[config.mk]
export PLATFORM = sky130hd
export DESIGN_NAME = mshr_unit_flat
export DESIGN_NICKNAME = d
export VERILOG_FILES = /design/src/cache_types_pkg.sv /design/src/cache_bank_if.sv /design/src/mshr_unit.sv /design/src/flat_wrapper.sv
export SDC_FILE = /design/constraint.sdc
export NUM_CORES = 1
export LEC_CHECK = 0
export ABC_CLOCK_PERIOD_IN_PS = 800
export BUFFER_PORTS_ARGS = -buffer_cell sky130_fd_sc_hd__buf_2
export CAP_MARGIN = 20
export CELL_PAD_IN_SITES_DETAIL_PLACEMENT = 1
export CELL_PAD_IN_SITES_GLOBAL_PLACEMENT = 2
export CORE_AREA = 2 2 67 69
export DETAILED_ROUTE_END_ITERATION = 8
export DIE_AREA = 0 0 69 71
export GPL_TIMING_DRIVEN = 1
export PLACE_DENSITY = 0.82
export SYNTH_ARGS = -nofsm -noshare
export SYNTH_HDL_FRONTEND = slang
export SYNTH_SLANG_ARGS = --single-unit
[constraint.sdc]
create_clock -name CLK -period 0.8 [get_ports CLK]
set_input_delay 0 -clock CLK [delete_from_list [all_inputs] [get_ports CLK]]
set_output_delay 0 -clock CLK [all_outputs]
set_load 0.01 [all_outputs]
[src/cache_types_pkg.sv]
package cache_types_pkg;

    // ********************
    // geometry
    // ********************
    localparam int WORD_W            = 32;
    localparam int BLOCK_SIZE        = 4;  // words per block.
    localparam int BLOCK_OFF_LEN     = 2;
    localparam int NUM_WAYS          = 2;
    localparam int WAYS_LEN          = 1;
    localparam int NUM_SETS_PER_BANK = 4;
    localparam int BANKS_LEN         = 1;
    localparam int INDEX_LEN         = 3;  // index bit 0 picks the bank.
    localparam int TAG_LEN           = 32 - INDEX_LEN - BLOCK_OFF_LEN - 2;

    typedef logic [WORD_W-1:0]        word_t;
    typedef logic [TAG_LEN-1:0]       tag_t;
    typedef logic [INDEX_LEN-1:0]     index_t;
    typedef logic [BLOCK_OFF_LEN-1:0] offset_t;
    typedef logic [WAYS_LEN-1:0]      way_t;
    typedef logic [1:0]               age_t;  // saturates at 3.

    // ********************
    // structures
    // ********************
    typedef struct packed {
        tag_t       tag;
        index_t     index;
        offset_t    block_offset;
        logic [1:0] byte_offset;
    } cache_addr_t;

    typedef struct packed {
        logic                       valid;
        logic                       dirty;
        tag_t                       tag;
        word_t [BLOCK_SIZE-1:0]     block;
    } cache_frame_t;

    typedef struct packed {
        logic        valid;
        cache_addr_t block_addr;     // offsets are zero.
        logic        write_pending;  // miss came from a write.
    } mshr_entry_t;

    typedef enum logic [1:0] {
        IDLE,
        VICTIM_EJECT,
        BLOCK_PULL,
        FINISH
    } bank_state_t;

endpackage

[src/cache_bank_if.sv]
interface cache_bank_if;

    logic                        req_valid;  // one cycle per request.
    logic                        req_write;
    cache_types_pkg::cache_addr_t req_addr;
    cache_types_pkg::word_t      req_wdata;

    logic                        hit;        // same cycle as req_valid.
    cache_types_pkg::word_t      rdata;
    logic                        busy;
    logic                        fill_done;  // pulse on leaving FINISH.

    logic                        miss_alloc;
    cache_types_pkg::mshr_entry_t entry;

    modport router (
        output req_valid, req_write, req_addr, req_wdata, miss_alloc,
        input  hit, rdata, busy, fill_done
    );

    modport mshr (
        input  miss_alloc, req_write, req_addr, fill_done,
        output entry
    );

    modport bank (
        input  req_valid, req_write, req_addr, req_wdata, entry,
        output hit, rdata, busy, fill_done
    );

endinterface

[src/mshr_unit.sv]
module mshr_unit (
    input logic        CLK,
    input logic        nRST,
    cache_bank_if.mshr mshr
);

    logic                         valid;
    cache_types_pkg::cache_addr_t block_addr;
    logic                         write_pending;

    assign mshr.entry = '{valid: valid, block_addr: block_addr, write_pending: write_pending};

    always_ff @(posedge CLK, negedge nRST) begin
        if (!nRST) begin
            valid <= 1'b0;
        end else if (mshr.miss_alloc) begin
            valid <= 1'b1;
        end else if (mshr.fill_done) begin
            valid <= 1'b0;
        end
    end

    always_ff @(posedge CLK) begin
        if (mshr.miss_alloc) begin
            block_addr              <= mshr.req_addr;
            block_addr.block_offset <= '0;  // block aligned.
            block_addr.byte_offset  <= '0;
            write_pending           <= mshr.req_write;
        end
    end

    // one outstanding miss per bank.
    a_single_miss: assert property (
        @(posedge CLK) disable iff (!nRST) mshr.miss_alloc |-> !valid
    );

    // the bank only finishes a refill that was allocated.
    a_fill_owned: assert property (
        @(posedge CLK) disable iff (!nRST) mshr.fill_done |-> valid
    );

endmodule

[src/flat_wrapper.sv]
// flat-port wrapper written by rule: the top's interface ports become plain ports
module mshr_unit_flat 
  (CLK, nRST, mshr_miss_alloc, mshr_req_write, mshr_req_addr, mshr_fill_done, mshr_entry);
  cache_bank_if mshr_i ();
  input logic CLK;
  input logic nRST;
  input wire logic [$bits(mshr_i.miss_alloc)-1:0] mshr_miss_alloc;
  input wire logic [$bits(mshr_i.req_write)-1:0] mshr_req_write;
  input wire logic [$bits(mshr_i.req_addr)-1:0] mshr_req_addr;
  input wire logic [$bits(mshr_i.fill_done)-1:0] mshr_fill_done;
  output wire logic [$bits(mshr_i.entry)-1:0] mshr_entry;
  assign mshr_i.miss_alloc = mshr_miss_alloc;
  assign mshr_i.req_write = mshr_req_write;
  assign mshr_i.req_addr = mshr_req_addr;
  assign mshr_i.fill_done = mshr_fill_done;
  assign mshr_entry = mshr_i.entry;
  mshr_unit u_core (.CLK(CLK), .nRST(nRST), .mshr(mshr_i));
endmodule
==> results of run 1 <==
==> sequential cells by signal, summed over array words and instances, names as in the netlist <==
signal                flops
u_core.mshr.entry        28
u_core.write_pending      1
u_core.valid              1
==> final cells by class <==
| class | instances | area, µm² |
|---|---|---|
| timing repair buffer | 95 | 661 |
| clock buffer | 8 | 80.1 |
| fill | 460 | 2480 |
| sequential | 30 | 896 |
| tap | 52 | 65.1 |
| multi-input combinational | 5 | 22.5 |
| inverter | 1 | 3.75 |
==> repair_timing <==
| action | 4_1_cts | 5_1_grt |
|---|---|---|
| cloned | 0 | 0 |
| endpoints found under the setup margin | 8 | 25 |
| pin swaps | 0 | 0 |
| endpoints found under the hold margin | 31 | 0 |
| hold buffers | 31 | 0 |
==> metal layers <==
layer | routed length, µm | share of wire, %
met1 | 792 | 36
met2 | 1150 | 52
met3 | 221 | 10
met4 | 44 | 2.0
met5 | 0 | 0
==> how the worst max path moves through the flow <==
stage / startpoint / to / slack (ns) / depth (start not counted)
floorplan: u_core.valid / u_core.valid / 0.19 / 1
global placement: u_core.valid / u_core.valid / 0.18 / 1
detailed placement: u_core.valid / u_core.valid / 0.18 / 1
CTS: u_core.mshr.entry[29] / mshr_entry[29] / -0.03 / 1
global route: u_core.mshr.entry[7] / mshr_entry[7] / -0.04 / 1
finish: u_core.mshr.entry[29] / mshr_entry[29] / 0.001 / 1
==> power groups by stage <==
stage	Clock [mW]	Combinational, mW	Sequential, mW
floorplan	0	0.0405	1.99
global placement	0	0.326	1.92
detailed placement	0	0.332	1.92
CTS	1.16	0.450	1.89
global route	1.22	0.481	1.90
finish	1.11	0.442	1.89
==> cell families after synthesis <==
family,synth area share (%)
DFF,93.7
other,0.392
AOI/OAI and AO/OA,0.786
buffers and inverters,5.10
==> layout by cell type (no fill, tap or decap) <==
cell type      instances
buf_12                 2
clkbuf_8               5
clkbuf_1               3
dfrtp_1                1
dlygate4sd3_1         31
conb_1                 4
buf_2                 62
inv_1                  1
edfxtp_1              29
a21o_1                 1
==> metrics.cfg, run 1 <==
[yosys]
synth_edf_count = 29
synth.largest_area_cell = edfxtp_1
async_reset_ff_share_pct = 3.33
yosysSeqAreaShare_pct = 93.7
syn_area_per_cell_um2 = 24.5
synthTopCellsByCount = edfxtp_1 (29), buf_4 (6)
synth-seq-cells = 30
syn_area_um2 = 956
yosys_warnings = 0
ys.flop_type = edfxtp_1
synth_cell_types = 6
yosysMostFrequentCell = edfxtp_1
synth_top_area_share_pct = 91.1
synthTopCellsByArea = edfxtp_1 (91%), buf_4 (4.7%), dfrtp_1 (2.6%)
netlist_instances = 39

[power]
finalPower_mw = 3.44
p_clk_share_pct = 32.4
p_sw_mw = 0.716
vdd_ir_drop_max_v = 0.000750
p_per_area_nw_per_um2 = 1990
swShare_pct = 20.8
p_leak_nw = 0.749
intPower_mw = 2.73
comb_power_share_pct = 12.8
power_frac_seq_pct = 54.8

[floorplan]
io_pins = 71
core_um2 = 4200
rows = 24
die_area_um2 = 4900
initial_utilization_pct = 22.7
die_h_um = 71
die_w_um = 69

[grt]
use_met2_pct = 17.1
grt_start_max_net_pins = 17
grt_use_met3_pct = 4.84
antenna_found_initial = 0
grt_pass1_wl_um = 3510
grt_overflow = 0
grt_pass1_vias = 733
gr-usage-all-layers_pct = 9.88
grt-busiest-layer = met2
grt_util_met1_pct = 9.79

[routing]
route.detailed.drc = 0
drt-total-wl_um = 2210
dr.pass1.iters = 3
drtIter0Drc = 17
ant_nets = 0
num_vias = 683
post_drt_wl_per_cell_um = 11.6
via_per_inst = 3.58

[placed_design]
placed_cell_area_um2 = 1340
dp_hpwl_um = 1670
gp_congestion = 0.714
dpl.cell_count = 152
portBuffers = 62
place_ws_ns = 0.180

[setup_path]
crit_required_ns = 0.80
critPathMaxFanout = 1
reg2reg_slack_ns = 0.16
r2r-end = u_core.valid
criticalPathCategory = register to output pin
cp_slowest_cell = edfxtp_1
cp_top_family = flip-flops
reg2reg_depth = 1
cp-start-kind = register
crit_chain = buf_2
end_kind = output pin
cp_data_arrival_time_ns = 0.80
r2r-start = u_core.valid
cpPeakStageDelay_ns = 0.37
critPathBufInv = 1

[sta]
fin_setup_tns_ns = 0
rsz0062_at_grt = yes
maxSlewViolCount = 0
finalSetupViolCount = 0
skew_ns = 0
period_needed_ns = 0.799
fmax_mhz = 1250
holdWs_ns = 0.0269
hold_viol = 0
finalCritPeriodShare_pct = 99.9
setup_ws_ns = 0.00102

[min_path]
hold_path_class = primary input to asynchronous set/reset pin

[clocking]
cts.sinks = 30
path_clk_slew_ns = 0.06
cts_max_path_buffers = 2
cts_made_buffers = 5
clockRootBuffer = clkbuf_8
cts_tree = built
cts_repair_resize_count = 0
h-tree-depth = 2
clk_latency_ns = 0.27
post-cts-setup-buffer-count = 0

[finish]
diodes = 0
num-nets-final = 175
final_cell_count_no_fill = 191
post-route-util_pct = 41.1
synthToLayoutAreaGrowth_pct = 80.8
drive_gt1_share_pct = 49.6
design_area_um2 = 1730

[flow_run]
cap_violations = 0

[status]
outcome = finished clean

Note: power is estimated with default switching activity, not from simulation.
==> run 2: changes to the inputs <==
Settings changed: ABC_CLOCK_PERIOD_IN_PS 800 to 1000, CORE_AREA 2 2 67 69 to 2 2 64 66, DIE_AREA 0 0 69 71 to 0 0 66 68, PLACE_DENSITY 0.82 to 0.88.
Clock period 0.8 ns to 1 ns, I/O delays scaled along.
==> run 2 against run 1 <==
Non-clock buffer count unchanged. Worst setup slack better by 0.17 ns. Sequential share of layout area up 0.42 points. Flip-flop and latch count unchanged. First-iteration DRC count down 24%. Cell area down 0.80%. Sequential power down 20%. Core utilization up 3.4 points. Power down 20%. Global-route usage up 2.2 points.
==> metrics.cfg, run 2 (same netlist as run 1, synthesis figures left out) <==
[grt]
grt_pass1_wl_um = 3730  ; +6.3%
grt_overflow = 0  ; unchanged
gr-usage-all-layers_pct = 12.1  ; +2.2 points
grt_pass1_vias = 810  ; +11%
grt_start_max_net_pins = 21  ; +4
antenna_found_initial = 0  ; unchanged

[floorplan]
die_w_um = 66  ; -4.3%
rows = 23  ; -4.2%
die_h_um = 68  ; -4.2%
initial_utilization_pct = 24.8  ; +2.1 points
die_area_um2 = 4490  ; -8.4%
core_um2 = 3860  ; -8.3%
io_pins = 71  ; unchanged

[setup_path]
reg2reg_depth = 1  ; unchanged
critPathBufInv = 1  ; unchanged
cp_data_arrival_time_ns = 0.83  ; +0.03 ns
critPathMaxFanout = 1  ; unchanged
criticalPathCategory = register to output pin
crit_chain = buf_2
critical_path_depth = 1  ; unchanged
end_kind = output pin
cp_top_family = flip-flops
worstSetupStartpoint = u_core.mshr.entry[32]
cpPeakStageDelay_ns = 0.39  ; +0.02 ns
r2r-end = u_core.valid
reg2reg_slack_ns = 0.37  ; +0.21 ns
crit_required_ns = 1.00  ; +0.20 ns
r2r-start = u_core.valid
cp-start-kind = register
endpoint = mshr_entry[32]
cp_slowest_cell = edfxtp_1

[clocking]
cts_repair_resize_count = 0  ; unchanged
cts_made_buffers = 5  ; unchanged
cts_max_path_buffers = 2  ; unchanged
h-tree-depth = 2  ; unchanged
post-cts-setup-buffer-count = 0  ; unchanged
path_clk_slew_ns = 0.06  ; about the same
clk_latency_ns = 0.27  ; about the same
clockRootBuffer = clkbuf_8
cts.sinks = 30  ; unchanged
cts_tree = built

[routing]
drtIter0Drc = 13  ; -4
dr.pass1.iters = 2  ; -1
drt-total-wl_um = 2450  ; +11%
via_per_inst = 3.78  ; +5.8%
num_vias = 715  ; +4.7%
route.detailed.drc = 0  ; unchanged
post_drt_wl_per_cell_um = 12.9  ; +12%
ant_nets = 0  ; unchanged

[finish]
drive_gt1_share_pct = 50.4  ; +0.72 points
layout_commonest_cell = buf_2
num-nets-final = 175  ; unchanged
synthToLayoutAreaGrowth_pct = 79.3
mostFrequentLayoutCells = buf_2 (62), dlygate4sd3_1 (31), edfxtp_1 (29)
largest_register_ffs = 28  ; unchanged
diodes = 0  ; unchanged

[sta]
maxSlewViolCount = 0  ; unchanged
fmax_mhz = 1210
finalSetupViolCount = 0  ; unchanged
hold_viol = 0  ; unchanged
period_needed_ns = 0.827
skew_ns = 0  ; unchanged
setup_ws_ns = 0.173  ; +0.172 ns
fin_setup_tns_ns = 0  ; unchanged
rsz0062_at_grt = no
finalCritPeriodShare_pct = 82.7

[min_path]
hold_path_class = primary input to asynchronous set/reset pin

[placed_design]
place_ws_ns = 0.372  ; +0.193 ns
portBuffers = 62  ; unchanged
dp_hpwl_um = 1690  ; +1.2%
gp_congestion = 0.690  ; -3.5%

[power]
vdd_ir_drop_max_v = 0.000723  ; -3.5%
p_per_area_nw_per_um2 = 1610  ; -19%
p_leak_nw = 0.748  ; -0.20%

[status]
outcome = finished clean

[flow_run]
cap_violations = 0  ; unchanged

## run 2: cell count changes in the layout (fill, tap and decap cells not counted), sizes merged
cell | before | now
clkbuf | 8 | 6
clkinv | 0 | 2
## run 2: how the worst min path moves through the flow
stage / end / slack, ns
global placement: u_core.valid / -0.23
CTS: u_core.valid / 0.01
finish: u_core.valid / 0.03
global route: u_core.valid / 0.02
floorplan: u_core.valid / -0.30
detailed placement: u_core.valid / -0.22
## run 2: power breakdown
part           internal, mW  switching (mW)  leakage, nW
combinational         0.196           0.155        0.411
clock                 0.477           0.414       0.0426
sequential             1.49          0.0239        0.295
## run 2: metrics by stage
stage          hold slack [ns]  total power [mW]  utilization [%]  std cells  area (µm²)
2_1_floorplan           -0.296              1.62                -         42         967
3_3_place_gp            -0.225              1.78             34.3        150        1320
3_5_place_dp            -0.223              1.80             34.3        150        1320
4_1_cts                 0.0126              2.81             44.5        189        1710
5_1_grt                 0.0214              2.89             44.5        189        1710
6_report                0.0256              2.75             44.5        189        1710
## run 2: layer usage
metal / vias to the layer above / share of wire, % / track usage [%]
met5: - / 0 / 0
met4: 0 / 0 / 5.36
met3: 0 / 9.2 / 5.43
met2: 44 / 60 / 24.6
met1: 339 / 30 / 9.66
li1: 332 / - / -
## run 2: area by class of cell
class                   count  area, µm²
fillers                   427       2140
repair buffers             95        648
clock buffers               6       72.6
inverters                   1       3.75
multi-input cells           5       22.5
flip-flops and latches     30        896
well taps                  50       62.6
clock inverters             2       8.76
## run 2: what timing repair did
| item | CTS | global route |
|---|---|---|
| hold endpoints to repair | 31 | 0 |
| setup endpoints to repair | 0 | 0 |
| hold buffers | 31 | 0 |
