$ cat config.mk
export PLATFORM = sky130hd
export DESIGN_NAME = ram_arbiter_flat
export DESIGN_NICKNAME = d
export VERILOG_FILES = /design/src/cache_types_pkg.sv /design/src/ram_if.sv /design/src/ram_arbiter.sv /design/src/flat_wrapper.sv
export SDC_FILE = /design/constraint.sdc
export NUM_CORES = 1
export LEC_CHECK = 0
export ABC_AREA = 1
export BUFFER_PORTS_ARGS = -buffer_cell sky130_fd_sc_hd__buf_2
export CAP_MARGIN = 25
export CELL_PAD_IN_SITES_DETAIL_PLACEMENT = 0
export CELL_PAD_IN_SITES_GLOBAL_PLACEMENT = 2
export CORE_MARGIN = 2
export CORE_UTILIZATION = 10
export CTS_BUF_LIST = sky130_fd_sc_hd__clkbuf_8
export CTS_CLUSTER_DIAMETER = 80
export DETAILED_ROUTE_END_ITERATION = 12
export PLACE_DENSITY_LB_ADDON = 0.1
export RECOVER_POWER = 50
export SYNTH_ARGS = -nofsm -noshare
export SYNTH_HDL_FRONTEND = slang
export SYNTH_SLANG_ARGS = --single-unit
export TNS_END_PERCENT = 100
$ cat constraint.sdc
create_clock -name CLK -period 0.9 [get_ports CLK]
set_input_delay 0.045 -clock CLK [delete_from_list [all_inputs] [get_ports CLK]]
set_output_delay 0.045 -clock CLK [all_outputs]
set_load 0.05 [all_outputs]
$ cat src/cache_types_pkg.sv
package cache_types_pkg;

    // ********************
    // geometry
    // ********************
    localparam int WORD_W            = 32;
    localparam int BLOCK_SIZE        = 4;  // words per block.
    localparam int BLOCK_OFF_LEN     = 2;
    localparam int NUM_WAYS          = 2;
    localparam int WAYS_LEN          = 1;
    localparam int NUM_SETS_PER_BANK = 4;
    localparam int BANKS_LEN         = 1;
    localparam int INDEX_LEN         = 3;  // index bit 0 picks the bank.
    localparam int TAG_LEN           = 32 - INDEX_LEN - BLOCK_OFF_LEN - 2;

    typedef logic [WORD_W-1:0]        word_t;
    typedef logic [TAG_LEN-1:0]       tag_t;
    typedef logic [INDEX_LEN-1:0]     index_t;
    typedef logic [BLOCK_OFF_LEN-1:0] offset_t;
    typedef logic [WAYS_LEN-1:0]      way_t;
    typedef logic [1:0]               age_t;  // saturates at 3.

    // ********************
    // structures
    // ********************
    typedef struct packed {
        tag_t       tag;
        index_t     index;
        offset_t    block_offset;
        logic [1:0] byte_offset;
    } cache_addr_t;

    typedef struct packed {
        logic                       valid;
        logic                       dirty;
        tag_t                       tag;
        word_t [BLOCK_SIZE-1:0]     block;
    } cache_frame_t;

    typedef struct packed {
        logic        valid;
        cache_addr_t block_addr;     // offsets are zero.
        logic        write_pending;  // miss came from a write.
    } mshr_entry_t;

    typedef enum logic [1:0] {
        IDLE,
        VICTIM_EJECT,
        BLOCK_PULL,
        FINISH
    } bank_state_t;

endpackage

$ cat src/ram_if.sv
interface ram_if;

    // request held with a stable address until complete.
    logic                         ren;
    logic                         wen;
    cache_types_pkg::cache_addr_t addr;
    cache_types_pkg::word_t       store;
    cache_types_pkg::word_t       data;      // valid with complete.
    logic                         complete;

    modport bank (
        output ren, wen, addr, store,
        input  data, complete
    );

    modport arbiter (
        input  ren, wen, addr, store,
        output data, complete
    );

endinterface

$ cat src/ram_arbiter.sv
module ram_arbiter (
    input  logic                   CLK,
    input  logic                   nRST,
    ram_if.arbiter                 bank0,
    ram_if.arbiter                 bank1,
    output logic                   ram_ren,
    output logic                   ram_wen,
    output logic [31:0]            ram_addr,
    output cache_types_pkg::word_t ram_wdata,
    input  cache_types_pkg::word_t ram_rdata,
    input  logic                   ram_complete
);

    logic granted;
    logic owner;   // granted bank.
    logic prefer;  // winner of the next tie.
    logic req0, req1;

    assign req0 = bank0.ren || bank0.wen;
    assign req1 = bank1.ren || bank1.wen;

    always_ff @(posedge CLK, negedge nRST) begin
        if (!nRST) begin
            granted <= 1'b0;
            owner   <= 1'b0;
            prefer  <= 1'b0;
        end else if (!granted) begin
            if (req0 || req1) begin
                granted <= 1'b1;
                owner   <= (req0 && req1) ? prefer : req1;
                prefer  <= (req0 && req1) ? !prefer : !req1;
            end
        end else if (!(owner ? req1 : req0)) begin
            granted <= 1'b0;  // refill over.
        end
    end

    assign ram_ren   = granted && (owner ? bank1.ren : bank0.ren);
    assign ram_wen   = granted && (owner ? bank1.wen : bank0.wen);
    assign ram_addr  = owner ? bank1.addr : bank0.addr;
    assign ram_wdata = owner ? bank1.store : bank0.store;

    assign bank0.data     = ram_rdata;
    assign bank1.data     = ram_rdata;
    assign bank0.complete = granted && !owner && ram_complete;
    assign bank1.complete = granted && owner && ram_complete;

    a_complete_granted: assert property (
        @(posedge CLK) disable iff (!nRST) ram_complete |-> (ram_ren || ram_wen)
    );

endmodule

$ cat src/flat_wrapper.sv
// flat-port wrapper written by rule: the top's interface ports become plain ports
module ram_arbiter_flat 
  (CLK, nRST, ram_ren, ram_wen, ram_addr, ram_wdata, ram_rdata, ram_complete, bank0_ren, bank0_wen, bank0_addr, bank0_store, bank0_data, bank0_complete, bank1_ren, bank1_wen, bank1_addr, bank1_store, bank1_data, bank1_complete);
  ram_if bank0_i ();
  ram_if bank1_i ();
  input  logic CLK;
  input  logic nRST;
  output logic ram_ren;
  output logic ram_wen;
  output logic [31:0] ram_addr;
  output cache_types_pkg::word_t ram_wdata;
  input  cache_types_pkg::word_t ram_rdata;
  input  logic ram_complete;
  input wire logic [$bits(bank0_i.ren)-1:0] bank0_ren;
  input wire logic [$bits(bank0_i.wen)-1:0] bank0_wen;
  input wire logic [$bits(bank0_i.addr)-1:0] bank0_addr;
  input wire logic [$bits(bank0_i.store)-1:0] bank0_store;
  output wire logic [$bits(bank0_i.data)-1:0] bank0_data;
  output wire logic [$bits(bank0_i.complete)-1:0] bank0_complete;
  input wire logic [$bits(bank1_i.ren)-1:0] bank1_ren;
  input wire logic [$bits(bank1_i.wen)-1:0] bank1_wen;
  input wire logic [$bits(bank1_i.addr)-1:0] bank1_addr;
  input wire logic [$bits(bank1_i.store)-1:0] bank1_store;
  output wire logic [$bits(bank1_i.data)-1:0] bank1_data;
  output wire logic [$bits(bank1_i.complete)-1:0] bank1_complete;
  assign bank0_i.ren = bank0_ren;
  assign bank0_i.wen = bank0_wen;
  assign bank0_i.addr = bank0_addr;
  assign bank0_i.store = bank0_store;
  assign bank0_data = bank0_i.data;
  assign bank0_complete = bank0_i.complete;
  assign bank1_i.ren = bank1_ren;
  assign bank1_i.wen = bank1_wen;
  assign bank1_i.addr = bank1_addr;
  assign bank1_i.store = bank1_store;
  assign bank1_data = bank1_i.data;
  assign bank1_complete = bank1_i.complete;
  ram_arbiter u_core (.CLK(CLK), .nRST(nRST), .bank0(bank0_i), .bank1(bank1_i), .ram_ren(ram_ren), .ram_wen(ram_wen), .ram_addr(ram_addr), .ram_wdata(ram_wdata), .ram_rdata(ram_rdata), .ram_complete(ram_complete));
endmodule
==> metrics.cfg, run 1 <==
[finish]
layout_commonest_cell = buf_2
multi_input_area_sq_um = 1620
nets = 623
final_util = 0.264
syn2layout_area_growth_pct = 161
n_fill_cell = 1701
mostFrequentLayoutCells = buf_2 (134), nand2_4 (76), nand2_1 (64), nand2_2 (64), buf_8 (41)
insertedDiodeCount = 0
finalInstanceArea_sq_um = 3970
regArea_sq_um = 78.8
final_cells = 643
final_layout_size_suffix_gt1_frac = 0.826

[grt]
track_usage = 0.0802
grt_overflow = 0
first_global_vias = 2211
grt_max_degree = 31
grt_pass1_wl_um = 10600
antenna_found_initial = 0

[placement]
dpl_cell_area_sq_um = 2940
dp_hpwl_um = 6100
io_buffers = 202
dp_cells = 630
gp_congestion = 0.679

[worst_setup_path]
reg2reg_from = u_core.owner
r2r_cells = 4
rr_endpoint = u_core.granted
critical_path.top_delay_family = flip-flops
cp-startpoint = u_core.owner
endpoint_kind = output port
crit_buf_inv = 3
cpMaxStageDelayCell = dfrtp_4
crit_chain = buf_12 -> buf_4 -> nor3_4 -> buf_6
regToRegSetupSlack_ps = -190
crit_required_ps = 850
crit_type = flop to output port
startpoint_type = flop
cp_max_fo = 9
arrival_ps = 1360
slowest_delay_ps = 520

[sta]
slew_violations = 0
min_period_over_period = 1.56
min_period_ps = 1400
tns_ps = -32180
fin_hold_ws_ps = 90.0
fmax_mhz = 713
grt_setup_unrepaired = yes
slew_headroom = 0.839
fin_worst_skew_ps = 2.54
worstMarginPinSlew_ps = 241
timing.final.ws_setup_ps = -502
finalHoldViolations = 0
setup_violations = 71

[floorplanning]
die-width_um = 127
initial_core_util = 0.101
die_h_um = 127
io_pins = 299
dieArea_sq_um = 16200
core-area_sq_um = 15000
core.rowCount = 45

[logic_synthesis]
synth_area_per_cell_sq_um = 5.01
synth_area_leader_cell = nand2_1
ys_types = 13
synth.cell_area_sq_um = 1520
synth_area_leaders = nand2_1 (50%), buf_4 (34%), dfrtp_1 (4.9%)
ys_warn_count = 0
synth_seq_cells = 3
postSynthCellCount = 304
yosysTopAreaCellShare = 0.503
ys_seq_area_frac = 0.0493
syn_nets = 471

[routing]
num_vias = 2303
drt_iter0_drc = 26
drc = 0
postRouteAntennaNets = 0
viasPerCell = 3.58
wl_um = 8280
routedWlPerCell_um = 12.9
firstDrtPassIters = 2

[clocking]
tritoncts = built
cts_buffers = 3
cts_root_buf = clkbuf_8
clk_latency_ps = 220
clock_path_buffers = 2
htree_levels = 1
cts_sinks = 3
clk_pin_slew_ps = 30

[run_status]
status = complete, but fails checks
violations = negative setup slack

[job]
maxCapViolations = 0

[worst_hold_path]
min_path_cells = 0
hp-class = primary input to output port
min-delay-start = ram_rdata[3]
hold_end = bank0_data[3]

[power]
leakagePower_nw = 2.10
ir_drop_mv = 1.50
powerDensity_nw_per_um2 = 3830

==> logic make-up after synthesis <==
group                  Yosys count  synth area share
AOI/OAI and AO/OA                7            0.0230
buffers and inverters           83             0.400
DFF                              3            0.0493
and+or+nand+nor                211             0.528
==> final cells by class <==
| cell class | count | area share |
|---|---|---|
| Clock buffer | 3 | 0.0104 |
| Clock inverter | 1 | 0.000946 |
| Inverter | 5 | 0.00788 |
| Multi-Input combinational cell | 218 | 0.409 |
| Sequential cell | 3 | 0.0199 |
| Tap cell | 188 | 0.0593 |
| Timing Repair Buffer | 225 | 0.492 |
==> Yosys cell counts <==
library cell,instances
o21ai_0,4
nand2_2,1
inv_4,1
dfrtp_1,3
inv_1,4
buf_6,4
nor3_1,1
o21ai_1,3
nor2_4,1
nand2_1,204
nor2_1,4
buf_4,69
buf_2,5
==> report_power, final <==
group / total [W] / switching, W / internal [W] / leakage, nW
Combinational: 0.0145 / 0.00871 / 0.00578 / 2.04
Clock: 0.000392 / 0.000101 / 0.000291 / 0.0269
Sequential: 0.000312 / 0.0000943 / 0.000218 / 0.0333
Total: 0.0152 / 0.00890 / 0.00629 / 2.10
==> worst max path at each step <==
stage | end | slack, ps | cells past startpoint
after floorplan | bank0_complete | -170 | 3
after detailed placement | ram_addr[28] | -410 | 5
final | bank0_complete | -500 | 4
after CTS | ram_wdata[31] | -550 | 5
after global placement | ram_wdata[31] | -390 | 5
after global routing | ram_wdata[0] | -540 | 5
==> sequential cells by signal, summed over array words and instances (netlist names) <==
| signal | flops |
|---|---|
| u_core.granted | 1 |
| u_core.owner | 1 |
| u_core.prefer | 1 |
==> routing by layer <==
metal | GRT usage | share of wire | up-vias
met5 | 0 | 0 | -
met4 | 0.0259 | 0.016 | 0
met3 | 0.0226 | 0.091 | 24
met2 | 0.147 | 0.52 | 143
met1 | 0.0890 | 0.37 | 991
li1 | - | - | 1145
==> stage by stage <==
step	setup WS (ps)	total power, W
after floorplan	-172	0.00943
after global placement	-393	0.0111
after detailed placement	-411	0.0110
after CTS	-554	0.0134
after global routing	-538	0.0160
final	-502	0.0152
==> worst register-to-register path: cells and delay by family (launching register included) <==
family / cells / cell delay [ps]
buffers and inverters: 2 / 290
AO/OA/AOI/OAI: 1 / 40
AND/OR/NAND/NOR: 1 / 120
flip-flops: 1 / 520
==> timing repair <==
item                       CTS  global route
hold buffers                 1             0
pin swaps                    0             1
setup endpoints to repair   71            71
setup buffers                0             1
hold endpoints to repair     3             0
gates cloned                 0             7
gates resized for setup    153           103
Power figures use the tool's default switching activity.
==> run 2: changes to the inputs <==
PLACE_DENSITY = 0.95   (was not set)
PLACE_DENSITY_LB_ADDON = not set   (was 0.1)
==> run 2 against run 1 <==
Against the previous run:
- the flow still finishes with violations (negative setup slack)
- core utilization increased by 0.14 points
- first-iteration DRC count up 120%
- critical endpoint is now ram_addr[2]
- largest power group unchanged
- wire length shrank 3.7%
==> metrics.cfg, run 2 (synthesis results as in run 1) <==
[routing]
routedWlPerCell_um = 12.4
firstDrtPassIters = 3
viasPerCell = 3.62
drc = 0
postRouteAntennaNets = 0
drt_iter0_drc = 58
wl_um = 7970
num_vias = 2321

[worst_setup_path]
reg2reg_from = u_core.owner
cp_common_cell = buf_12
crit_type = flop to output port
startpoint_type = flop
endpoint_kind = output port
cp-startpoint = u_core.owner
crit_chain = buf_12 -> buf_12 -> nand2_2 -> nand2_4 -> buf_8
cp_max_fo = 7
arrival_ps = 1380
endpoint = ram_addr[2]
regToRegSetupSlack_ps = -220
r2r_cells = 4
rr_endpoint = u_core.granted
cpMaxStageDelayCell = dfrtp_4
slowest_delay_ps = 570
crit_required_ps = 850
crit_buf_inv = 3
critical_path.top_delay_family = flip-flops
worst-path-stages = 5

[floorplanning]
core-area_sq_um = 15000
io_pins = 299
core.rowCount = 45
initial_core_util = 0.101
die_h_um = 127
dieArea_sq_um = 16200
die-width_um = 127

[finish]
n_fill_cell = 1612
final_layout_size_suffix_gt1_frac = 0.817
syn2layout_area_growth_pct = 162
nets = 622
layout_commonest_cell = buf_2
mostFrequentLayoutCells = buf_2 (134), nand2_4 (75), nand2_1 (71)
finalInstanceArea_sq_um = 3990
reg_top3 = u_core.granted x1, u_core.owner x1, u_core.prefer x1
insertedDiodeCount = 0

[placement]
dp_hpwl_um = 5770
io_buffers = 202
pre_cts_slack_ps = -388
dpl_cell_area_sq_um = 2970
gp_congestion = 0.725

[grt]
track_usage = 0.0873
grt_max_degree = 25
antenna_found_initial = 0
met3_usage = 0.0209
first_global_vias = 2326
grt_pass1_wl_um = 11200
grt_overflow = 0
busiest_layer = met2
grt_use_met1 = 0.0824
gr-usage-met2 = 0.178

[sta]
setup_violations = 71
min_period_over_period = 1.58
min_period_ps = 1420
tns_ps = -33640
slew_violations = 0
timing.final.ws_setup_ps = -524
worstMarginPinSlew_ps = 238
slew_headroom = 0.841
grt_setup_unrepaired = yes
fin_worst_skew_ps = 3.19
fmax_mhz = 702
finalHoldViolations = 0

[power]
leakagePower_nw = 2.09
power_w = 0.0153
ir_drop_mv = 1.00
powerDensity_nw_per_um2 = 3830

[run_status]
violations = negative setup slack
status = complete, but fails checks

[clocking]
clk_pin_slew_ps = 30
htree_levels = 1
clk_latency_ps = 220
cts_sinks = 3
clock_path_buffers = 2
cts_root_buf = clkbuf_8
tritoncts = built
cts_buffers = 3

[job]
maxCapViolations = 0

[worst_hold_path]
hp-class = primary input to output port

run 2: changes by cell type in the layout (fill, tap and decap cells not counted), moves of 3 or more:
cell / change
clkbuf_16: -4
nand2_1: +7
buf_6: -22
buf_8: +22
nand2_2: -6
o21ai_2: +3
run 2: worst min path at each step:
| stage | depth (start not counted) | endpoint | startpoint | slack [ps] |
|---|---|---|---|---|
| after floorplan | 0 | u_core.granted | nRST | -250 |
| after global placement | 1 | u_core.granted | nRST | -160 |
| after detailed placement | 1 | u_core.prefer | nRST | -150 |
| after CTS | 0 | bank0_data[11] | ram_rdata[11] | 90 |
| after global routing | 0 | bank1_data[5] | ram_rdata[5] | 90 |
| final | 0 | bank0_data[10] | ram_rdata[10] | 90 |
run 2: layer usage:
layer  wire, um  up-vias
met3        696       31
met4        221        0
met2       4400      128
li1           -     1138
met5          0        -
met1       2660     1024
run 2: metrics by stage:
step | hold WS [ps] | cells | utilization
final | 90.0 | 642 | 0.265
after global placement | -157 | 633 | 0.197
after global routing | 90.1 | 642 | 0.265
after detailed placement | -153 | 633 | 0.197
after floorplan | -251 | 304 | -
after CTS | 90.5 | 642 | 0.255
run 2: area by class of cell:
class | count | area [sq um] | area share
clock inverter | 1 | 3.75 | 0.000941
sequential | 3 | 78.8 | 0.0198
timing repair buffer | 224 | 1990 | 0.498
multi-input combinational | 218 | 1610 | 0.404
clock buffer | 3 | 41.3 | 0.0103
tap | 188 | 235 | 0.0590
inverter | 5 | 31.3 | 0.00784
run 2: what timing repair did:
item	in CTS	in global routing
pin swaps	2	4
hold endpoints to repair	3	0
gates cloned	1	1
hold buffers	1	0
buffers inserted	5	1
endpoints found under the setup margin	71	71
gates resized for setup	230	51
run 2: power breakdown:
group	internal (W)	total, W	switching, W
clock network	0.000291	0.000385	0.0000944
logic	0.00592	0.0145	0.00860
registers	0.000218	0.000368	0.000150
