$ cat config.mk
export PLATFORM = sky130hd
export DESIGN_NAME = cache_bank_flat
export DESIGN_NICKNAME = d
export VERILOG_FILES = /design/src/cache_types_pkg.sv /design/src/cache_bank_if.sv /design/src/ram_if.sv /design/src/cache_bank.sv /design/src/flat_wrapper.sv
export SDC_FILE = /design/constraint.sdc
export NUM_CORES = 2
export LEC_CHECK = 0
export BUFFER_PORTS_ARGS = -buffer_cell sky130_fd_sc_hd__buf_4
export CAP_MARGIN = 10
export CORE_MARGIN = 1
export CORE_UTILIZATION = 52
export DETAILED_ROUTE_END_ITERATION = 10
export PLACE_DENSITY_LB_ADDON = 0.08
export SYNTH_ARGS = -nofsm -noshare
export SYNTH_HDL_FRONTEND = slang
export SYNTH_SLANG_ARGS = --single-unit
$ cat constraint.sdc
create_clock -name CLK -period 6 [get_ports CLK]
set_input_delay 0.6 -clock CLK [delete_from_list [all_inputs] [get_ports CLK]]
set_output_delay 0.6 -clock CLK [all_outputs]
set_load 0.02 [all_outputs]
$ cat src/cache_types_pkg.sv
package cache_types_pkg;

    // ********************
    // geometry
    // ********************
    localparam int WORD_W            = 32;
    localparam int BLOCK_SIZE        = 4;  // words per block.
    localparam int BLOCK_OFF_LEN     = 2;
    localparam int NUM_WAYS          = 2;
    localparam int WAYS_LEN          = 1;
    localparam int NUM_SETS_PER_BANK = 4;
    localparam int BANKS_LEN         = 1;
    localparam int INDEX_LEN         = 3;  // index bit 0 picks the bank.
    localparam int TAG_LEN           = 32 - INDEX_LEN - BLOCK_OFF_LEN - 2;

    typedef logic [WORD_W-1:0]        word_t;
    typedef logic [TAG_LEN-1:0]       tag_t;
    typedef logic [INDEX_LEN-1:0]     index_t;
    typedef logic [BLOCK_OFF_LEN-1:0] offset_t;
    typedef logic [WAYS_LEN-1:0]      way_t;
    typedef logic [1:0]               age_t;  // saturates at 3.

    // ********************
    // structures
    // ********************
    typedef struct packed {
        tag_t       tag;
        index_t     index;
        offset_t    block_offset;
        logic [1:0] byte_offset;
    } cache_addr_t;

    typedef struct packed {
        logic                       valid;
        logic                       dirty;
        tag_t                       tag;
        word_t [BLOCK_SIZE-1:0]     block;
    } cache_frame_t;

    typedef struct packed {
        logic        valid;
        cache_addr_t block_addr;     // offsets are zero.
        logic        write_pending;  // miss came from a write.
    } mshr_entry_t;

    typedef enum logic [1:0] {
        IDLE,
        VICTIM_EJECT,
        BLOCK_PULL,
        FINISH
    } bank_state_t;

endpackage

$ cat src/cache_bank_if.sv
interface cache_bank_if;

    logic                        req_valid;  // one cycle per request.
    logic                        req_write;
    cache_types_pkg::cache_addr_t req_addr;
    cache_types_pkg::word_t      req_wdata;

    logic                        hit;        // same cycle as req_valid.
    cache_types_pkg::word_t      rdata;
    logic                        busy;
    logic                        fill_done;  // pulse on leaving FINISH.

    logic                        miss_alloc;
    cache_types_pkg::mshr_entry_t entry;

    modport router (
        output req_valid, req_write, req_addr, req_wdata, miss_alloc,
        input  hit, rdata, busy, fill_done
    );

    modport mshr (
        input  miss_alloc, req_write, req_addr, fill_done,
        output entry
    );

    modport bank (
        input  req_valid, req_write, req_addr, req_wdata, entry,
        output hit, rdata, busy, fill_done
    );

endinterface

$ cat src/ram_if.sv
interface ram_if;

    // request held with a stable address until complete.
    logic                         ren;
    logic                         wen;
    cache_types_pkg::cache_addr_t addr;
    cache_types_pkg::word_t       store;
    cache_types_pkg::word_t       data;      // valid with complete.
    logic                         complete;

    modport bank (
        output ren, wen, addr, store,
        input  data, complete
    );

    modport arbiter (
        input  ren, wen, addr, store,
        output data, complete
    );

endinterface

$ cat src/cache_bank.sv
module cache_bank #(
    parameter logic BANK_ID = 1'b0
) (
    input logic        CLK,
    input logic        nRST,
    cache_bank_if.bank core,
    ram_if.bank        ram
);

    localparam int SET_LEN = cache_types_pkg::INDEX_LEN - cache_types_pkg::BANKS_LEN;
    localparam int SETS    = cache_types_pkg::NUM_SETS_PER_BANK;
    localparam int WAYS    = cache_types_pkg::NUM_WAYS;

    typedef logic [SET_LEN-1:0] set_t;

    cache_types_pkg::cache_frame_t frames [SETS][WAYS];
    cache_types_pkg::age_t         ages [SETS][WAYS];

    cache_types_pkg::bank_state_t  state, next_state;
    cache_types_pkg::offset_t      count;
    cache_types_pkg::cache_frame_t eject_buf;
    cache_types_pkg::cache_frame_t victim;
    cache_types_pkg::word_t [cache_types_pkg::BLOCK_SIZE-1:0] pull_buf;

    set_t                          req_set, miss_set, fill_set;
    cache_types_pkg::way_t         hit_way, victim_way, fill_way;
    logic                          hit;
    logic                          last_word;

    function automatic cache_types_pkg::age_t age_inc(input cache_types_pkg::age_t a);
        return (a == '1) ? a : a + 1'b1;
    endfunction

    assign req_set   = core.req_addr.index[cache_types_pkg::INDEX_LEN-1:cache_types_pkg::BANKS_LEN];
    assign miss_set  = core.entry.block_addr.index[cache_types_pkg::INDEX_LEN-1:cache_types_pkg::BANKS_LEN];
    assign last_word = (count == cache_types_pkg::offset_t'(cache_types_pkg::BLOCK_SIZE - 1));

    // ********************
    // lookup
    // ********************
    always_comb begin
        hit     = 1'b0;
        hit_way = '0;
        for (int w = 0; w < WAYS; w++) begin
            if (core.req_valid && frames[req_set][w].valid &&
                (frames[req_set][w].tag == core.req_addr.tag)) begin
                hit     = 1'b1;
                hit_way = cache_types_pkg::way_t'(w);
            end
        end
    end

    assign core.hit   = hit;
    assign core.rdata = frames[req_set][hit_way].block[core.req_addr.block_offset];

    // oldest way of the missing set, lowest way on a tie.
    always_comb begin
        victim_way = '0;
        for (int w = 1; w < WAYS; w++) begin
            if (ages[miss_set][w] > ages[miss_set][victim_way]) begin
                victim_way = cache_types_pkg::way_t'(w);
            end
        end
    end

    assign victim = frames[miss_set][victim_way];

    // ********************
    // refill
    // ********************
    always_comb begin
        next_state = state;
        case (state)
            cache_types_pkg::IDLE: begin
                if (core.entry.valid) begin
                    next_state = (victim.valid && victim.dirty) ?
                                 cache_types_pkg::VICTIM_EJECT : cache_types_pkg::BLOCK_PULL;
                end
            end
            cache_types_pkg::VICTIM_EJECT: begin
                if (ram.complete && last_word) next_state = cache_types_pkg::BLOCK_PULL;
            end
            cache_types_pkg::BLOCK_PULL: begin
                if (ram.complete && last_word) next_state = cache_types_pkg::FINISH;
            end
            default: next_state = cache_types_pkg::IDLE;  // FINISH lasts one cycle.
        endcase
    end

    assign ram.wen   = (state == cache_types_pkg::VICTIM_EJECT);
    assign ram.ren   = (state == cache_types_pkg::BLOCK_PULL);
    assign ram.store = eject_buf.block[count];
    assign ram.addr  = ram.wen ?
        '{tag: eject_buf.tag, index: {fill_set, BANK_ID}, block_offset: count, byte_offset: 2'b00} :
        '{tag: core.entry.block_addr.tag, index: core.entry.block_addr.index,
          block_offset: count, byte_offset: 2'b00};

    assign core.fill_done = (state == cache_types_pkg::FINISH);
    assign core.busy      = (state != cache_types_pkg::IDLE) || core.entry.valid;

    always_ff @(posedge CLK, negedge nRST) begin
        if (!nRST) begin
            state  <= cache_types_pkg::IDLE;
            count  <= '0;
            frames <= '{default: '0};
            ages   <= '{default: '0};
        end else begin
            state <= next_state;
            if (ram.complete) begin
                count <= last_word ? '0 : count + 1'b1;
            end
            if (hit && core.req_write) begin
                frames[req_set][hit_way].block[core.req_addr.block_offset] <= core.req_wdata;
                frames[req_set][hit_way].dirty <= 1'b1;
            end
            if (state == cache_types_pkg::FINISH) begin
                frames[fill_set][fill_way] <= '{valid: 1'b1, dirty: 1'b0,
                                               tag: core.entry.block_addr.tag, block: pull_buf};
            end
            if (hit) begin
                for (int w = 0; w < WAYS; w++) begin
                    ages[req_set][w] <= (cache_types_pkg::way_t'(w) == hit_way) ?
                                        '0 : age_inc(ages[req_set][w]);
                end
            end else if (state == cache_types_pkg::FINISH) begin
                for (int w = 0; w < WAYS; w++) begin
                    ages[fill_set][w] <= (cache_types_pkg::way_t'(w) == fill_way) ?
                                         '0 : age_inc(ages[fill_set][w]);
                end
            end
        end
    end

    always_ff @(posedge CLK) begin
        if ((state == cache_types_pkg::IDLE) && core.entry.valid) begin
            eject_buf <= victim;
            fill_set  <= miss_set;
            fill_way  <= victim_way;
        end
        if ((state == cache_types_pkg::BLOCK_PULL) && ram.complete) begin
            pull_buf[count] <= ram.data;
        end
    end

    // a request stays up with the same address until the arbiter completes it.
    a_req_held: assert property (
        @(posedge CLK) disable iff (!nRST)
        ((ram.ren || ram.wen) && !ram.complete) |=> ((ram.ren || ram.wen) && $stable(ram.addr))
    );

endmodule

$ cat src/flat_wrapper.sv
// flat-port wrapper written by rule: the top's interface ports become plain ports
module cache_bank_flat 
#(
    parameter logic BANK_ID = 1'b0
)
  (CLK, nRST, core_req_valid, core_req_write, core_req_addr, core_req_wdata, core_entry, core_hit, core_rdata, core_busy, core_fill_done, ram_ren, ram_wen, ram_addr, ram_store, ram_data, ram_complete);
  cache_bank_if core_i ();
  ram_if ram_i ();
  input logic CLK;
  input logic nRST;
  input wire logic [$bits(core_i.req_valid)-1:0] core_req_valid;
  input wire logic [$bits(core_i.req_write)-1:0] core_req_write;
  input wire logic [$bits(core_i.req_addr)-1:0] core_req_addr;
  input wire logic [$bits(core_i.req_wdata)-1:0] core_req_wdata;
  input wire logic [$bits(core_i.entry)-1:0] core_entry;
  output wire logic [$bits(core_i.hit)-1:0] core_hit;
  output wire logic [$bits(core_i.rdata)-1:0] core_rdata;
  output wire logic [$bits(core_i.busy)-1:0] core_busy;
  output wire logic [$bits(core_i.fill_done)-1:0] core_fill_done;
  output wire logic [$bits(ram_i.ren)-1:0] ram_ren;
  output wire logic [$bits(ram_i.wen)-1:0] ram_wen;
  output wire logic [$bits(ram_i.addr)-1:0] ram_addr;
  output wire logic [$bits(ram_i.store)-1:0] ram_store;
  input wire logic [$bits(ram_i.data)-1:0] ram_data;
  input wire logic [$bits(ram_i.complete)-1:0] ram_complete;
  assign core_i.req_valid = core_req_valid;
  assign core_i.req_write = core_req_write;
  assign core_i.req_addr = core_req_addr;
  assign core_i.req_wdata = core_req_wdata;
  assign core_i.entry = core_entry;
  assign core_hit = core_i.hit;
  assign core_rdata = core_i.rdata;
  assign core_busy = core_i.busy;
  assign core_fill_done = core_i.fill_done;
  assign ram_ren = ram_i.ren;
  assign ram_wen = ram_i.wen;
  assign ram_addr = ram_i.addr;
  assign ram_store = ram_i.store;
  assign ram_i.data = ram_data;
  assign ram_i.complete = ram_complete;
  cache_bank #(.BANK_ID(BANK_ID)) u_core (.CLK(CLK), .nRST(nRST), .core(core_i), .ram(ram_i));
endmodule
==> key figures <==
Placed design
  – I/O Buffers: 225
  – Dpl cells: 9,488
  – HPWL after detailed placement: around 180 mm
  – GPL Wtd Cong: 0.908

Die
  – Io pins: ~240
  – Core Rows: 149
  – Initial core utilization: 0.525
  – Die Span Y: 410 µm
  – Die Wd: 410 µm
  – Die area: between 150,000 and 200,000 µm²
  – CORE AREA: 165,000 µm²

Critical path
  – Crit start category: flip-flop
  – Reg-to-reg critical path startpoint: u_core.frames[445]
  – Setup crit end kind: output port
  – Worst-path maximum fanout: 23
  – CP max stage cell: and2_2
  – Largest stage delay, worst path: 0.69 ns
  – Worst path bufs/invs: 3
  – Critical path, cell by cell: mux4_2 > xnor2_1 > nand4_1 > nor4_1 > and2_2 > buf_12 > a21oi_1 > a2111oi_0 > a21oi_1 > buf_4 > buf_4
  – Crit path DAT: 4.89 ns
  – Timing startpoint of the critical path: u_core.frames[762]
  – Kind of critical path: reg -> out
  – CP top delay family: simple AND/OR/NAND/NOR gates
  – Worst Path Required: 5.40 ns

Clocking
  – CTS tree: yes
  – Reg clk slew, reported paths: 0.06 ns
  – Bufs on Longest Clock Path: 3
  – Sink Count: 1,544
  – H-Tree Level Count: 4
  – Buffers inserted by post-CTS timing repair: 0
  – Latest clock arrival within the worst-skew pair: 0.85 ns
  – CTS Buf Count: 173
  – CTS root buf: clkbuf_16

Logic synthesis
  – Post-synthesis mux area share: 0.298
  – Post-synthesis sequential area ratio: 0.462
  – Synth area leader: dfrtp_1
  – Post-synth top area share: 0.363
  – #FFs+latches synth: about 1,500
  – Simple-gate share of the synthesized area: 0.109
  – Gate Count Post-Synth: 7,718
  – Post-synth top flop: dfrtp_1
  – Number of flops mapped to enable cells by yosys: 284
  – Synth cell types: 79
  – Synth Cell Area: 86,800 µm²
  – Synth Area in Adders: 0.00159
  – Synth Area in XOR/XNOR: 0.00461
  – Largest cells by area after synthesis: dfrtp_1 (36%), mux4_2 (17%), edfxtp_1 (9.8%)
  – Post-synth ARST share: 0.816
  – Synth Area in Compound Gates: 0.0796
  – Yosys Warn Count: 0
  – Post-Syn Area per Cell: 11.2 µm²
  – Largest family of logic cells by synthesized area: multiplexers

Power
  – Peak VDD IR: about 1.1 mV
  – Pwr/cell area: 475 nW/µm²
  – Pleak: 0.0365 µW

Run status
  – Failing checks: design-rule violations
  – Status: finished, violations left

Global routing
  – Grt peak-use layer: met2
  – Largest net degree at the start of global routing: ~160
  – First-pass GRT wire length: 470 mm
  – Gr ovfl total: 0
  – Met2 usage: 0.584
  – Met1 GRT Util: 0.538
  – Met3 Use GR: 0.0916
  – Initial antenna violation count: 11
  – Vias in the first global route: around 65,000
  – Total GRT Usage: 0.389

Timing
  – Min cycle time layout: 5.49 ns
  – Setup TNS: 0 ns
  – Worst slew pin tran: 1.14 ns
  – Relative slew slack: 0.239
  – Period utilisation layout: 0.914
  – Max Slew Vio Count: 0
  – Final Hold Viols: 0
  – Setup Skew: ~0.038 ns
  – Fmax: 0.182 GHz
  – Setup violations, final: 0
  – RSZ-0062 raised after global routing: no

Cells and area
  – Most common cell after layout, fill and taps aside: nand2_1
  – Layout overhead on the synthesized area: 10.7%
  – Final cell count without fillers: 9,850
  – Share of cells above drive strength 1: 0.235
  – Nets: 7,654
  – Most frequent cells in the layout: nand2_1 (1,268), dfrtp_1 (1,258), nor2_1 (714)

Hold path
  – HP Start: core_entry[8]
  – Hold Crit Class: in -> reg

Detailed routing
  – # DRC: 30
  – 1st-iter DRT viols: between 9,000 and 10,000
  – Vias: 66,700
  – Final ANT Viol Nets: 0
  – Pre-antenna DRT Iters: 11
  – Vias per cell: 6.77
  – Avg WL per Cell: 33.2 µm
  – Detailed Route WL: 327 mm

Job
  – Max cap viols: 0
registers in the layout, indices dropped and copies added, names as in the netlist:
signal	flops
u_core.state	2
u_core.fill_set	2
u_core.ages	16
u_core.pull_buf	128
u_core.count	2
u_core.eject_buf	153
u_core.frames	1240
u_core.fill_way	1
metrics by stage:
step                total power, µW  setup slack, ns   util  hold WS, ns  area [µm²]
finish                        45600            0.514  0.581       0.0416       96100
CTS                           45400            0.572  0.581     0.000234       96100
floorplan                     29400             1.18      -        0.304       86800
global placement              34000            0.756  0.545        0.474       90100
detailed placement            34600            0.646  0.545        0.480       90100
global route                  47600            0.456  0.581       0.0254       96100
timing repair:
| action | CTS | global route |
|---|---|---|
| hold buffers | 34 | 0 |
| endpoints found under the hold margin | 226 | 0 |
| gates resized for setup | 0 | 0 |
synth_stat cells (14+ instances only):
library cell and instances:
nand2_1 1277, dfrtp_1 1260, nor2_1 719, mux2i_1 705
mux4_2 657, clkbuf_1 490, a21oi_1 404, a31oi_1 355
mux2_2 345, edfxtp_1 284, o21ai_0 253, buf_1 193
buf_2 119, o21ai_1 117, nand3_1 91, buf_4 48
and2_1 41, xnor2_1 34, inv_1 27, and3_1 24
nor3_1 20, nand4_1 15, nand2b_1 14, nor2b_1 14
worst register-to-register path: stages, from the launching register on:
cell and delay, ns:
dfrtp_1 0.40, mux4_1 0.52, xnor2_1 0.22, nand3_1 0.24, a2111oi_4 0.44, nand4_4 0.21
or2_4 0.47, buf_4 0.37, buf_4 0.23, nor3_4 0.20, buf_4 0.51, mux2i_1 0.28
o21ai_1 0.08
metal layers:
| layer | up-vias | wire [µm] | share of wire |
|---|---|---|---|
| li1 | 27600 | - | - |
| met1 | 34000 | 127000 | 0.39 |
| met2 | 4312 | 147000 | 0.45 |
| met3 | 820 | 36800 | 0.11 |
| met4 | 12 | 16800 | 0.051 |
| met5 | - | 75 | 0.00023 |
power breakdown:
part           switching [µW]  internal [µW]
sequential               3430          15600
clock                    4560           6170
combinational            7550           8300
total                   15500          30000
cell type report:
class / instances / area (µm²)
clock inverters: 64 / 527
flip-flops and latches: 1544 / 40100
multi-input cells: 5275 / 43100
repair buffers: 486 / 4470
well taps: 2189 / 2740
diodes: 2 / 5.00
clock buffers: 262 / 5110
inverters: 28 / 105
fillers: 13700 / 69300
path summary, 6_finish.rpt:
path / endpoint / slack, ns / cells past startpoint
min in group asynchronous: u_core.frames[762] / 0.39 / 2
max in group asynchronous: u_core.frames[1143] / 4.03 / 3
setup / recovery: core_rdata[11] / 0.51 / 11
setup reg to reg: u_core.frames[732] / 1.68 / 12
hold / removal: u_core.frames[438] / 0.04 / 3
hold reg to reg: u_core.frames[308] / 0.49 / 1
kinds of logic (layout without fill, tap and decap cells):
group | Yosys count | in the layout
AO/OA/AOI/OAI | 1223 | 1223
flip-flops | 1544 | 1544
adder cells (fa/ha/maj) | 11 | 11
XOR/XNOR | 44 | 44
other | 1 | 4
multiplexers | 1711 | 1711
AND/OR/NAND/NOR | 2284 | 2284
buffers and inverters | 900 | 840
Note: power is estimated with default switching activity, not from simulation.
